File: config.mk
export PLATFORM = sky130hd
export DESIGN_NAME = oflow_iou_match
export DESIGN_NICKNAME = d
export VERILOG_FILES = /design/src/rtl/oflow_iou_pkg.sv /design/src/rtl/oflow_best_match.sv /design/src/rtl/oflow_calc_iou.sv /design/src/rtl/oflow_history_bank.sv /design/src/rtl/oflow_iou_match.sv /design/src/rtl/oflow_seq_divider.sv
export SDC_FILE = /design/constraint.sdc
export NUM_CORES = 2
export LEC_CHECK = 0
export ABC_AREA = 0
export BUFFER_PORTS_ARGS = -buffer_cell sky130_fd_sc_hd__buf_2
export CAP_MARGIN = 20
export CORE_ASPECT_RATIO = 1.2
export CORE_UTILIZATION = 45
export CTS_BUF_LIST = sky130_fd_sc_hd__clkbuf_4 sky130_fd_sc_hd__clkbuf_8 sky130_fd_sc_hd__clkbuf_16
export DETAILED_ROUTE_END_ITERATION = 7
export PLACE_DENSITY = 0.64
export SLEW_MARGIN = 20
export SYNTH_ARGS = -nofsm -noshare
export SYNTH_HDL_FRONTEND = slang
export SYNTH_SLANG_ARGS = --single-unit
export TNS_END_PERCENT = 5
File: constraint.sdc
create_clock -name clk -period 11.3 [get_ports clk]
set_clock_uncertainty 0.15 [all_clocks]
set_input_delay 1.13 -clock clk [delete_from_list [all_inputs] [get_ports clk]]
set_output_delay 1.13 -clock clk [all_outputs]
set_load 0.005 [all_outputs]
File: src/rtl/oflow_iou_pkg.sv
/* boxes are packed {x_tl, y_tl, x_br, y_br}, unsigned pixels, tl <= br assumed
   cost is 1 - IoU as an unsigned fraction with COST_FRAC bits */
`default_nettype none

package oflow_iou_pkg;

	// --------------------------------------------------
	// box layout
	// --------------------------------------------------
	// frames up to 1024 pixels per side
	localparam int COORD_LEN = 10;
	localparam int BBOX_LEN = 4 * COORD_LEN;

	// field msb positions, x_tl at the top
	localparam int X_TL_MSB = BBOX_LEN - 1;
	localparam int Y_TL_MSB = X_TL_MSB - COORD_LEN;
	localparam int X_BR_MSB = Y_TL_MSB - COORD_LEN;
	localparam int Y_BR_MSB = X_BR_MSB - COORD_LEN;

	// --------------------------------------------------
	// area and cost widths
	// --------------------------------------------------
	// product of two coordinate spans
	localparam int AREA_LEN = 2 * COORD_LEN;
	// sum of two areas, one carry bit
	localparam int UNION_LEN = AREA_LEN + 1;
	localparam int COST_FRAC = 22;
	localparam int COST_LEN = COST_FRAC;
	// intersection shifted up by the fraction bits
	localparam int DIV_NUM_LEN = AREA_LEN + COST_FRAC;

	// --------------------------------------------------
	// state encodings
	// --------------------------------------------------
	typedef enum logic [1:0] {
		calc_idle,
		calc_coord,
		calc_area,
		calc_divide
	} calc_state_t;

	typedef enum logic [1:0] {
		match_idle,
		match_fetch,
		match_wait_iou,
		match_report
	} match_state_t;

endpackage

`default_nettype wire

File: src/rtl/oflow_best_match.sv
/* det_start while busy is ignored; threshold is sampled in the report cycle
   lowest cost wins, lower slot on a tie; no valid slot gives idx 0 and cost all ones */
`timescale 1ns/10ps
`default_nettype none

module oflow_best_match #(
	parameter int HISTORY_DEPTH = 8
) (
	input wire clk,
	input wire reset_N,
	input wire det_start,
	input wire [oflow_iou_pkg::COST_LEN-1:0] cost_threshold,
	output logic [$clog2(HISTORY_DEPTH)-1:0] rd_idx,
	input wire rd_valid,
	output logic iou_start,
	input wire valid_iou,
	input wire [oflow_iou_pkg::COST_LEN-1:0] iou_cost,
	output logic busy,
	output logic match_done,
	output logic match_found,
	output logic [$clog2(HISTORY_DEPTH)-1:0] match_idx,
	output logic [oflow_iou_pkg::COST_LEN-1:0] match_cost
);

	localparam int IDX_LEN = $clog2(HISTORY_DEPTH);

	oflow_iou_pkg::match_state_t state;
	logic [IDX_LEN-1:0] slot;
	logic last_slot;

	// running best
	logic any_valid;
	logic [oflow_iou_pkg::COST_LEN-1:0] best_cost;
	logic [IDX_LEN-1:0] best_idx;
	logic take_new;

	assign rd_idx = slot;
	assign last_slot = (slot == IDX_LEN'(HISTORY_DEPTH - 1));
	assign busy = (state != oflow_iou_pkg::match_idle);
	// launch only on a valid slot
	assign iou_start = (state == oflow_iou_pkg::match_fetch) && rd_valid;
	// strict less-than keeps the lower slot on ties
	assign take_new = !any_valid || (iou_cost < best_cost);

	// --------------------------------------------------
	// scan FSM
	// --------------------------------------------------
	always_ff @(posedge clk or negedge reset_N) begin
		if (!reset_N) begin
			state <= oflow_iou_pkg::match_idle;
			slot <= '0;
			any_valid <= 1'b0;
			best_cost <= '1;
			best_idx <= '0;
			match_done <= 1'b0;
			match_found <= 1'b0;
			match_idx <= '0;
			match_cost <= '1;
		end else begin
			match_done <= 1'b0;
			case (state)
				oflow_iou_pkg::match_idle: begin
					if (det_start) begin
						state <= oflow_iou_pkg::match_fetch;
						slot <= '0;
						any_valid <= 1'b0;
						best_cost <= '1;
						best_idx <= '0;
					end
				end
				oflow_iou_pkg::match_fetch: begin
					if (rd_valid) begin
						state <= oflow_iou_pkg::match_wait_iou;
					end else if (last_slot) begin
						state <= oflow_iou_pkg::match_report;
					end else begin
						// empty slot, one cycle
						slot <= slot + 1'b1;
					end
				end
				oflow_iou_pkg::match_wait_iou: begin
					if (valid_iou) begin
						any_valid <= 1'b1;
						if (take_new) begin
							best_cost <= iou_cost;
							best_idx <= slot;
						end
						if (last_slot) begin
							state <= oflow_iou_pkg::match_report;
						end else begin
							state <= oflow_iou_pkg::match_fetch;
							slot <= slot + 1'b1;
						end
					end
				end
				default: begin
					// results held until the next report
					state <= oflow_iou_pkg::match_idle;
					match_done <= 1'b1;
					match_found <= any_valid && (best_cost <= cost_threshold);
					match_idx <= best_idx;
					match_cost <= best_cost;
				end
			endcase
		end
	end

endmodule

`default_nettype wire

File: src/rtl/oflow_calc_iou.sv
/* cost = 1 - IoU in COST_FRAC fraction bits, all ones for zero union
   widths are br - tl, so a box with tl == br has zero area; start while busy is dropped */
`timescale 1ns/10ps
`default_nettype none

module oflow_calc_iou (
	input wire clk,
	input wire reset_N,
	input wire start,
	input wire [oflow_iou_pkg::BBOX_LEN-1:0] bbox_frame_k,
	input wire [oflow_iou_pkg::BBOX_LEN-1:0] bbox_frame_history,
	output logic valid_iou,
	output logic [oflow_iou_pkg::COST_LEN-1:0] iou_cost
);

	localparam int CL = oflow_iou_pkg::COORD_LEN;
	localparam int BL = oflow_iou_pkg::BBOX_LEN;
	localparam int AL = oflow_iou_pkg::AREA_LEN;
	localparam int UL = oflow_iou_pkg::UNION_LEN;
	localparam int FRAC = oflow_iou_pkg::COST_FRAC;
	localparam int NL = oflow_iou_pkg::DIV_NUM_LEN;

	oflow_iou_pkg::calc_state_t state;

	// captured boxes
	logic [BL-1:0] box_k;
	logic [BL-1:0] box_h;

	// intersection corners
	logic [CL-1:0] ix_tl;
	logic [CL-1:0] iy_tl;
	logic [CL-1:0] ix_br;
	logic [CL-1:0] iy_br;

	logic [AL-1:0] area_k;
	logic [AL-1:0] area_h;
	logic [AL-1:0] inter;
	logic [UL-1:0] union_d;
	logic [AL-1:0] inter_q;
	logic [UL-1:0] union_q;

	logic div_start;
	logic div_done;
	logic div_by_zero;
	logic [NL-1:0] quotient;
	logic [oflow_iou_pkg::COST_LEN-1:0] cost_d;

	// --------------------------------------------------
	// helpers
	// --------------------------------------------------
	function automatic logic [CL-1:0] fld(input logic [BL-1:0] box, input int msb);
		return box[msb -: CL];
	endfunction

	function automatic logic [CL-1:0] max_c(input logic [CL-1:0] a, input logic [CL-1:0] b);
		return (a > b) ? a : b;
	endfunction

	function automatic logic [CL-1:0] min_c(input logic [CL-1:0] a, input logic [CL-1:0] b);
		return (a < b) ? a : b;
	endfunction

	function automatic logic [AL-1:0] box_area(input logic [BL-1:0] box);
		logic [CL-1:0] w;
		logic [CL-1:0] h;
		w = fld(box, oflow_iou_pkg::X_BR_MSB) - fld(box, oflow_iou_pkg::X_TL_MSB);
		h = fld(box, oflow_iou_pkg::Y_BR_MSB) - fld(box, oflow_iou_pkg::Y_TL_MSB);
		return AL'(w) * AL'(h);
	endfunction

	// --------------------------------------------------
	// area stage and cost conversion
	// --------------------------------------------------
	always_comb begin
		area_k = box_area(box_k);
		area_h = box_area(box_h);
		// no overlap on either axis
		if ((ix_br < ix_tl) || (iy_br < iy_tl)) begin
			inter = '0;
		end else begin
			inter = AL'(ix_br - ix_tl) * AL'(iy_br - iy_tl);
		end
		// inter never exceeds either area
		union_d = UL'(area_k) + UL'(area_h) - UL'(inter);

		if (div_by_zero) begin
			cost_d = '1;
		end else if (|quotient[NL-1:FRAC]) begin
			// ratio reached one, full overlap
			cost_d = '0;
		end else begin
			// (2^FRAC - 1) - q
			cost_d = ~quotient[FRAC-1:0];
		end
	end

	// --------------------------------------------------
	// datapath registers
	// --------------------------------------------------
	always_ff @(posedge clk) begin
		if ((state == oflow_iou_pkg::calc_idle) && start) begin
			box_k <= bbox_frame_k;
			box_h <= bbox_frame_history;
		end
		if (state == oflow_iou_pkg::calc_coord) begin
			ix_tl <= max_c(fld(box_k, oflow_iou_pkg::X_TL_MSB), fld(box_h, oflow_iou_pkg::X_TL_MSB));
			iy_tl <= max_c(fld(box_k, oflow_iou_pkg::Y_TL_MSB), fld(box_h, oflow_iou_pkg::Y_TL_MSB));
			ix_br <= min_c(fld(box_k, oflow_iou_pkg::X_BR_MSB), fld(box_h, oflow_iou_pkg::X_BR_MSB));
			iy_br <= min_c(fld(box_k, oflow_iou_pkg::Y_BR_MSB), fld(box_h, oflow_iou_pkg::Y_BR_MSB));
		end
		if (state == oflow_iou_pkg::calc_area) begin
			inter_q <= inter;
			union_q <= union_d;
		end
		if ((state == oflow_iou_pkg::calc_divide) && div_done) begin
			iou_cost <= cost_d;
		end
	end

	// --------------------------------------------------
	// FSM
	// --------------------------------------------------
	always_ff @(posedge clk or negedge reset_N) begin
		if (!reset_N) begin
			state <= oflow_iou_pkg::calc_idle;
			div_start <= 1'b0;
			valid_iou <= 1'b0;
		end else begin
			div_start <= 1'b0;
			valid_iou <= 1'b0;
			case (state)
				oflow_iou_pkg::calc_idle: begin
					if (start) begin
						state <= oflow_iou_pkg::calc_coord;
					end
				end
				oflow_iou_pkg::calc_coord: begin
					state <= oflow_iou_pkg::calc_area;
				end
				oflow_iou_pkg::calc_area: begin
					// divider kicks off next cycle
					state <= oflow_iou_pkg::calc_divide;
					div_start <= 1'b1;
				end
				default: begin
					if (div_done) begin
						state <= oflow_iou_pkg::calc_idle;
						valid_iou <= 1'b1;
					end
				end
			endcase
		end
	end

	oflow_seq_divider #(
		.NUM_LEN(NL),
		.DEN_LEN(UL)
	) div0 (
		.clk(clk),
		.reset_N(reset_N),
		.start(div_start),
		.dividend({inter_q, {FRAC{1'b0}}}),
		.divisor(union_q),
		.done(div_done),
		.div_by_zero(div_by_zero),
		.quotient(quotient)
	);

endmodule

`default_nettype wire

File: src/rtl/oflow_history_bank.sv
/* HISTORY_DEPTH >= 2; read is combinational, boxes are not cleared by reset
   clear and write in one cycle leave only the written slot valid */
`timescale 1ns/10ps
`default_nettype none

module oflow_history_bank #(
	parameter int HISTORY_DEPTH = 8
) (
	input wire clk,
	input wire reset_N,
	input wire wr,
	input wire [$clog2(HISTORY_DEPTH)-1:0] wr_idx,
	input wire [oflow_iou_pkg::BBOX_LEN-1:0] wr_box,
	input wire clear,
	input wire [$clog2(HISTORY_DEPTH)-1:0] rd_idx,
	output logic [oflow_iou_pkg::BBOX_LEN-1:0] rd_box,
	output logic rd_valid
);

	// box storage, one entry per slot
	logic [oflow_iou_pkg::BBOX_LEN-1:0] boxes [HISTORY_DEPTH];
	logic [HISTORY_DEPTH-1:0] valid;
	logic [HISTORY_DEPTH-1:0] valid_next;

	// --------------------------------------------------
	// storage
	// --------------------------------------------------
	always_ff @(posedge clk) begin
		if (wr) begin
			boxes[wr_idx] <= wr_box;
		end
	end

	// clear first, the write then sets its own bit
	always_comb begin
		valid_next = clear ? '0 : valid;
		if (wr) begin
			valid_next[wr_idx] = 1'b1;
		end
	end

	always_ff @(posedge clk or negedge reset_N) begin
		if (!reset_N) begin
			valid <= '0;
		end else begin
			valid <= valid_next;
		end
	end

	// --------------------------------------------------
	// read port
	// --------------------------------------------------
	// same cycle as rd_idx
	assign rd_box = boxes[rd_idx];
	assign rd_valid = valid[rd_idx];

endmodule

`default_nettype wire

File: src/rtl/oflow_iou_match.sv
/* det_box and cost_threshold must stay stable while busy
   no history writes during a scan */
`timescale 1ns/10ps
`default_nettype none

module oflow_iou_match #(
	parameter int HISTORY_DEPTH = 8
) (
	input wire clk,
	input wire reset_N,
	input wire hist_wr,
	input wire [$clog2(HISTORY_DEPTH)-1:0] hist_wr_idx,
	input wire [oflow_iou_pkg::BBOX_LEN-1:0] hist_wr_box,
	input wire hist_clear,
	input wire det_start,
	input wire [oflow_iou_pkg::BBOX_LEN-1:0] det_box,
	input wire [oflow_iou_pkg::COST_LEN-1:0] cost_threshold,
	output logic busy,
	output logic match_done,
	output logic match_found,
	output logic [$clog2(HISTORY_DEPTH)-1:0] match_idx,
	output logic [oflow_iou_pkg::COST_LEN-1:0] match_cost
);

	// bank read port
	logic [$clog2(HISTORY_DEPTH)-1:0] rd_idx;
	logic [oflow_iou_pkg::BBOX_LEN-1:0] rd_box;
	logic rd_valid;

	// IoU handshake
	logic iou_start;
	logic valid_iou;
	logic [oflow_iou_pkg::COST_LEN-1:0] iou_cost;

	oflow_history_bank #(
		.HISTORY_DEPTH(HISTORY_DEPTH)
	) bank0 (
		.clk(clk),
		.reset_N(reset_N),
		.wr(hist_wr),
		.wr_idx(hist_wr_idx),
		.wr_box(hist_wr_box),
		.clear(hist_clear),
		.rd_idx(rd_idx),
		.rd_box(rd_box),
		.rd_valid(rd_valid)
	);

	oflow_best_match #(
		.HISTORY_DEPTH(HISTORY_DEPTH)
	) scan0 (
		.clk(clk),
		.reset_N(reset_N),
		.det_start(det_start),
		.cost_threshold(cost_threshold),
		.rd_idx(rd_idx),
		.rd_valid(rd_valid),
		.iou_start(iou_start),
		.valid_iou(valid_iou),
		.iou_cost(iou_cost),
		.busy(busy),
		.match_done(match_done),
		.match_found(match_found),
		.match_idx(match_idx),
		.match_cost(match_cost)
	);

	// history box captured on iou_start, same cycle as the read
	oflow_calc_iou iou0 (
		.clk(clk),
		.reset_N(reset_N),
		.start(iou_start),
		.bbox_frame_k(det_box),
		.bbox_frame_history(rd_box),
		.valid_iou(valid_iou),
		.iou_cost(iou_cost)
	);

endmodule

`default_nettype wire

File: src/rtl/oflow_seq_divider.sv
/* restoring divider, NUM_LEN >= 2, done exactly NUM_LEN cycles after start
   quotient and div_by_zero hold until the next start; start restarts at once */
`timescale 1ns/10ps
`default_nettype none

module oflow_seq_divider #(
	parameter int NUM_LEN = 42,
	parameter int DEN_LEN = 21
) (
	input wire clk,
	input wire reset_N,
	input wire start,
	input wire [NUM_LEN-1:0] dividend,
	input wire [DEN_LEN-1:0] divisor,
	output logic done,
	output logic div_by_zero,
	output logic [NUM_LEN-1:0] quotient
);

	localparam int CNT_LEN = $clog2(NUM_LEN + 1);

	logic running;
	logic [CNT_LEN-1:0] cnt;
	logic [DEN_LEN-1:0] rem;
	logic [DEN_LEN-1:0] den;

	// one step of the recurrence
	logic [DEN_LEN-1:0] rem_src;
	logic [NUM_LEN-1:0] quo_src;
	logic [DEN_LEN-1:0] den_src;
	logic [DEN_LEN:0] shifted;
	logic [DEN_LEN+1:0] trial;
	logic [DEN_LEN-1:0] rem_next;
	logic [NUM_LEN-1:0] quo_next;

	// --------------------------------------------------
	// shift and conditional subtract
	// --------------------------------------------------
	always_comb begin
		// first step runs straight off the inputs
		rem_src = start ? '0 : rem;
		quo_src = start ? dividend : quotient;
		den_src = start ? divisor : den;
		shifted = {rem_src, quo_src[NUM_LEN-1]};
		// extra top bit acts as the borrow
		trial = {1'b0, shifted} - {2'b00, den_src};
		if (trial[DEN_LEN+1]) begin
			// restore, quotient bit 0
			rem_next = shifted[DEN_LEN-1:0];
			quo_next = {quo_src[NUM_LEN-2:0], 1'b0};
		end else begin
			rem_next = trial[DEN_LEN-1:0];
			quo_next = {quo_src[NUM_LEN-2:0], 1'b1};
		end
	end

	// dividend bits shift out of quotient as result bits shift in
	always_ff @(posedge clk) begin
		if (start || running) begin
			rem <= rem_next;
			quotient <= quo_next;
		end
		if (start) begin
			den <= divisor;
		end
	end

	// --------------------------------------------------
	// bit counter and done pulse
	// --------------------------------------------------
	always_ff @(posedge clk or negedge reset_N) begin
		if (!reset_N) begin
			running <= 1'b0;
			cnt <= '0;
			done <= 1'b0;
			div_by_zero <= 1'b0;
		end else begin
			done <= 1'b0;
			if (start) begin
				running <= 1'b1;
				cnt <= CNT_LEN'(NUM_LEN - 1);
				div_by_zero <= (divisor == '0);
			end else if (running) begin
				cnt <= cnt - 1'b1;
				// last bit lands this cycle
				if (cnt == CNT_LEN'(1)) begin
					running <= 1'b0;
					done <= 1'b1;
				end
			end
		end
	end

endmodule

`default_nettype wire

Word level (Yosys, flattened, before mapping). Memories as Yosys holds them, arrays and structs flattened. A register that Yosys moved wholly into a read port is not among the register bits. Cells that the tools add are included.

Flip-flop bits (word level): 306. Bits in writable memories: 320. Bits of input ports: 110. Output and inout bits: 28. Logic and storage cells: 149. Memories kept: 1.

Add/subtract/negate cells: 11. Multiply operators: 3. $lt $le $gt $ge: 11. Equality and inequality tests: 13. Multiplexer cells: 55. Bitwise logic cells: 2. Reductions and logical operators: 25.

Memory list: bank0.boxes (words 8, width 40, rd ports 1, clocked after memory_dff 1, wr ports 1, line oflow_history_bank.sv:21) `logic [oflow_iou_pkg::BBOX_LEN-1:0] boxes [HISTORY_DEPTH];`.

Operators by type and width (number): 22-bit two-way mux (4); 21-bit two-way mux (3); 22-bit case mux with 2 select lines (1); 42-bit two-way mux (1); 10-bit less-than comparator (4); 10-bit by 10-bit multiplier with 20-bit output (2); 10-bit two-way mux (4); 10-bit subtractor (4); 22-bit by 21-bit subtractor with 23-bit output (1); 22-bit <= comparator (1); 22-bit less-than comparator (1); 22-bit NOT (1); 10-bit by 10-bit subtractor with 11-bit output (2); 20-bit by 20-bit adder with 21-bit output (1); 21-bit zero test (1); 21-bit by 20-bit subtractor with 21-bit output (1); 10-bit greater-than comparator (2); 20-bit by 20-bit multiplier with 20-bit output (1); 20-bit two-way mux (1); 20-bit OR reduction (1); 3-bit two-way mux (6); 1-bit two-way mux (17); 8-bit two-way mux (2); 2-bit two-way mux (7); 30 further kinds (51).

Longest topological paths before layout.
Depth after elaboration: 6. Mapped depth: 51. Depth with buffers taken out: 51.

Cells and area by module. From an unflattened synthesis, not the netlist that was laid out.

Cell total of the unflattened synthesis: 3465. Area, all modules: 43486.7 µm².

Modules (own cells, without submodules): oflow_calc_iou (times used 1, cells an instance 2168, area an instance 21947.3 µm², sequential area each 5595.4 µm²); oflow_history_bank (times used 1, cells an instance 505, area an instance 12724.7 µm², sequential area each 9809.4 µm²); oflow_seq_divider (times used 1, cells an instance 454, area an instance 5171.2 µm², sequential area each 2537.4 µm²); oflow_best_match (times used 1, cells an instance 338, area an instance 3643.5 µm², sequential area each 1506.4 µm²).

Worst setup path before layout. OpenSTA, ideal clock, no wires.

Kind: reg2reg. Start: reg iou0.ix_tl[0]. End: reg iou0.union_q[20], data pin. Setup time: 0.260 ns. Arrival time: 11.572 ns. Data required time: 10.890 ns. Setup slack: -0.682 ns. Stages on the path, launching flop included: 46. Path buffers: 0. Clock period less this slack: 11.982 ns. Cell sequence: edfxtp_1 > ha_1 > fa_1 > nor2b_1 > o2111ai_1 > a31oi_1 > o21ai_0 > nand2b_1 > a31oi_1 > nand2b_1 > inv_1 > fa_1 > inv_1 > fa_1 > fa_1 > inv_1 > fa_1 > inv_1 > [10 not listed] > nand3b_1 > xnor2_1 > nor2_1 > fa_1 > fa_1 > fa_1 > fa_1 > fa_1 > inv_1 > fa_1 > ha_1 > ha_1 > or2_2 > a21oi_1 > inv_1 > a31oi_1 > o21bai_1 > xnor2_1.

Word-level cells in the longest chain between the ends: 4. Elaborated cells between the ends (all ways): 6. Those cells by class: add/sub (2); mul (1); order compare (1); mux (1); reduce/logical (1).

RTL lines: start: declaration (line oflow_calc_iou.sv:30) `logic [CL-1:0] ix_tl;`; start signal: assignment (line oflow_calc_iou.sv:106) `ix_tl <= max_c(fld(box_k, oflow_iou_pkg::X_TL_MSB), fld(box_h, oflow_iou_pkg::X_TL_MSB));`; 10-bit by 10-bit subtractor with 11-bit output / 10-bit less-than comparator (equally long branches) (line oflow_calc_iou.sv:81, oflow_calc_iou.sv:78); 20-bit by 20-bit multiplier with 20-bit output / 1-bit logical OR (equally long branches) (line oflow_calc_iou.sv:81, oflow_calc_iou.sv:78); 20-bit two-way mux (*) (line oflow_calc_iou.sv:78) `if ((ix_br < ix_tl) || (iy_br < iy_tl)) begin`; named net iou0.inter[16] (line oflow_calc_iou.sv:37) `logic [AL-1:0] inter;`; 21-bit by 20-bit subtractor with 21-bit output (*) (line oflow_calc_iou.sv:84) `union_d = UL'(area_k) + UL'(area_h) - UL'(inter);`; named net iou0.union_d[20] (line oflow_calc_iou.sv:38) `logic [UL-1:0] union_d;`; end signal: assignment (line oflow_calc_iou.sv:113) `union_q <= union_d;`; end: declaration (line oflow_calc_iou.sv:40) `logic [UL-1:0] union_q;`.

The timed path passes the listed nets; every way through them passes the cells marked *. A chain may end at the register's enable or synchronous reset.

Final worst setup path.
Start: reg iou0.iy_br[0]. End: reg iou0.union_q[19], data pin.

Word-level cells in the longest chain between the ends: 4. Elaborated cells between the ends (all ways): 6. Those cells by class: add/sub (2); mul (1); order compare (1); mux (1); reduce/logical (1).

RTL lines: start: declaration (line oflow_calc_iou.sv:33) `logic [CL-1:0] iy_br;`; start signal: assignment (line oflow_calc_iou.sv:109) `iy_br <= min_c(fld(box_k, oflow_iou_pkg::Y_BR_MSB), fld(box_h, oflow_iou_pkg::Y_BR_MSB));`; 10-bit by 10-bit subtractor with 11-bit output / 10-bit less-than comparator (equally long branches) (line oflow_calc_iou.sv:81, oflow_calc_iou.sv:78); 20-bit by 20-bit multiplier with 20-bit output / 1-bit logical OR (equally long branches) (line oflow_calc_iou.sv:81, oflow_calc_iou.sv:78); 20-bit two-way mux (*) (line oflow_calc_iou.sv:78); 21-bit by 20-bit subtractor with 21-bit output (*) (line oflow_calc_iou.sv:84); named net iou0.union_d[19] (line oflow_calc_iou.sv:38).

Marked as above.

==> results by group <==
Outcome
  – Failing checks: negative setup slack
  – Status: complete, but fails checks

Synthesis
  – Distinct cell type count after synthesis: a little over 80
  – Avg Cell Area, Syn: roughly 12 um2
  – Top_reg_cell synth: edfxtp_1
  – Synth top cells by count: 641 x inv_1, 566 x edfxtp_1, 336 x ha_1
  – Most common cell in the netlist: inv_1
  – Yosys reg bits: 666
  – Top cell type's share of synthesized area: about two fifths
  – Share of synthesized flip-flops with an asynchronous set or reset: 11.9%
  – Register area share after synthesis: 44.5%
  – Mapped Area: around 44000 um2
  – Number of enable flip-flop cells after synthesis: 566
  – Synth top area cells: edfxtp_1 39%, fa_1 14%, ha_1 9.6%
  – Ys Warns: 0
  – Cell taking the most area after synthesis: edfxtp_1
  – Cells after Synth: 3646
  – Syn nets: 4408

Job
  – Max-cap violations: 0

STA
  – Max Freq: 0.0836 GHz
  – Fin crit share: 106%
  – Worst Tran Pin Value: 1100 ps
  – Final setup viols: 10
  – Final Max Tran Viols: 0
  – Hold WS: 317 ps
  – Final setup margin: -668 ps
  – Final Hold Viols: 0
  – Tmin final: 11970 ps
  – RSZ-0062 raised after global routing: true
  – Slew headroom: between 20% and 30%

GRT
  – Vias in the first global route: 28800
  – Grt ovf: 0
  – Initial antenna violation count: 4
  – Largest net degree at the start of global routing: 80
  – Overall routing resource usage: 20.5%
  – First-pass GRT wire length: 157 mm

Setup path
  – Critical Path Max Stage Delay: 560 ps
  – CP required: 11510 ps
  – CP Launch Type: register
  – CP Capture Type: register
  – Crit Path Class: reg -> reg
  – Most used cell, CP: fa_1
  – CP max-delay cell: fa_1
  – Crit path max fanout: 4
  – Crit path DAT: approximately 12000 ps

Final layout
  – Layout Nets: 4785
  – Final Cell Area: 50700 um2
  – Non-Filler Instances: 5336
  – Layout cells sized above 1: 20.6%
  – Fin util: 52.9%
  – Ant. Diodes: 0
  – Area grow syn2layout: 15.8%

Clocking
  – CTS tree: yes
  – Worst skew pair latency: about 620 ps
  – Clock Path Buffers: 3
  – CTS Root Cell: clkbuf_16
  – CTS H-Tree Depth: 3
  – CTS clk-pin slew, worst paths: 60 ps
  – Hold_buf cts: 0
  – Clock Sinks: roughly 670
  – Cts bufs inserted: 67

Die
  – Die Area: 98400 um2
  – Die H: 343 um
  – Num rows: 124
  – Die Wd: about 290 um
  – # IOs: around 140
  – Placeable Area: approximately 96000 um2
  – Initial core utilization: 45.7%

Route
  – WL/cell: 18.5 um
  – Initial DRC count: 1622
  – Antenna viol nets, final: 0
  – Iteration count of the initial detailed-routing pass: 5
  – Drt via density: between 5 and 6
  – DRC: 0
  – Final WL: 98.8 mm
  – Via Count: 27600

Place
  – Inst Count DP: a little over 5000
  – Routability cong.: roughly 0.90
  – Port bufs: 137
  – Placed inst area: between 40000 and 50000 um2
  – DP HPWL: between 70 and 80 mm

Min path
  – Hold Crit Class: reg -> reg
-- layer usage --
metal / routed length (um) / track usage, % / part of all wire (%) / vias to the layer above
met5: 39 / 0 / 0.039 / -
met2: 50400 / 36.4 / 51 / 576
met1: 41000 / 25.4 / 42 / 13700
met4: 3300 / 7.12 / 3.3 / 8
li1: - / - / - / 13100
met3: 4000 / 2.79 / 4.0 / 173
-- repair_timing --
action	4_1_cts	5_1_grt
setup endpoints to repair	11	12
gates cloned	0	0
gates resized for setup	53	32
hold endpoints to repair	0	0
pin swaps	64	26
setup buffers	24	5
-- state kept, by name, indices dropped and copies added, names as in the netlist, 6 cells and up --
name                count
iou0.ix_br             10
iou0.box_h             40
iou0.div0.rem          21
bank0.boxes           320
iou0.div0.den          21
iou0.inter_q           20
iou0.iy_tl             10
iou0.div0.cnt           6
iou0.union_q           21
scan0.best_cost        22
bank0.valid             8
iou0.iou_cost          22
iou0.iy_br             10
scan0.match_cost       22
iou0.box_k             40
iou0.ix_tl             10
iou0.div0.quotient     42
-- cells in the final DEF (no fill, tap or decap), types with 14 or more instances in the layout --
master,count
edfxtp_1,566
a22oi_1,20
xor2_1,27
nand2_1,325
nand3_1,61
mux2_1,17
mux2_2,50
or2_2,16
dfstp_2,44
o21ai_0,67
buf_4,257
mux4_2,82
nor2b_1,83
clkbuf_4,15
dfxtp_1,21
o21ai_1,14
inv_1,631
and2_1,35
a21oi_1,65
and3_1,36
fa_1,305
buf_2,136
o21bai_1,28
o22a_1,23
a21o_1,73
nor2_1,179
xnor2_1,82
clkbuf_16,68
mux2i_1,25
ha_1,312
nor3_1,16
dfrtp_1,31
nand4_1,14
ha_4,18
nand2b_1,50
-- through the flow --
stage                     setup slack [ps]  setup TNS [ps]
after floorplan                       -375           -1890
after global placement                -864           -6280
after detailed placement             -1030           -7650
after CTS                             -762           -5310
after global routing                 -1120           -8950
final                                 -668           -4390
-- cell type report --
class                      instances  area [um2]
timing repair buffer             400        2710
clock buffer                      88        1880
fill                            8191       45100
sequential                       666       19500
clock inverter                    34         425
inverter                         642        2410
multi-input combinational       2246       22200
tap                             1260        1580
-- path summary, 6_finish.rpt --
kind                              startpoint                  to  slack [ps]  cells after the start
max                            iou0.iy_br[0]    iou0.union_q[19]        -670                     47
min                        iou0.div0.den[14]   iou0.div0.den[14]         320                      2
max reg2reg                    iou0.iy_br[0]    iou0.union_q[19]        -670                     47
min reg2reg                iou0.div0.den[14]   iou0.div0.den[14]         320                      2
max in group asynchronous            reset_N      iou0.div_start       10020                      1
min in group asynchronous            reset_N  scan0.match_idx[2]         380                      1
-- worst max-delay path: cells and delay by family, from the launching register on --
kind | cells | cell delay (ps)
XOR/XNOR | 2 | 330
flip-flops | 1 | 380
adder cells (fa/ha/maj) | 18 | 7260
AND/OR/NAND/NOR | 6 | 890
AO/OA/AOI/OAI | 8 | 1690
buffers and inverters | 13 | 990
-- logic make-up (layout without fill, tap and decap cells) --
| family | after synthesis | in the layout | share of synthesized area [%] |
|---|---|---|---|
| muxes | 175 | 175 | 6.54 |
| xor gates and xnor gates | 118 | 118 | 2.40 |
| adders and majority gates | 652 | 652 | 24.1 |
| and+or+nand+nor | 883 | 883 | 9.48 |
| AOI/OAI and AO/OA | 418 | 418 | 6.71 |
| DFF | 666 | 666 | 44.5 |
| buffers and inverters | 734 | 1164 | 6.31 |
Power is not shown: default switching activity piles up to over one toggle a cycle in this logic, so the estimate is an artifact.
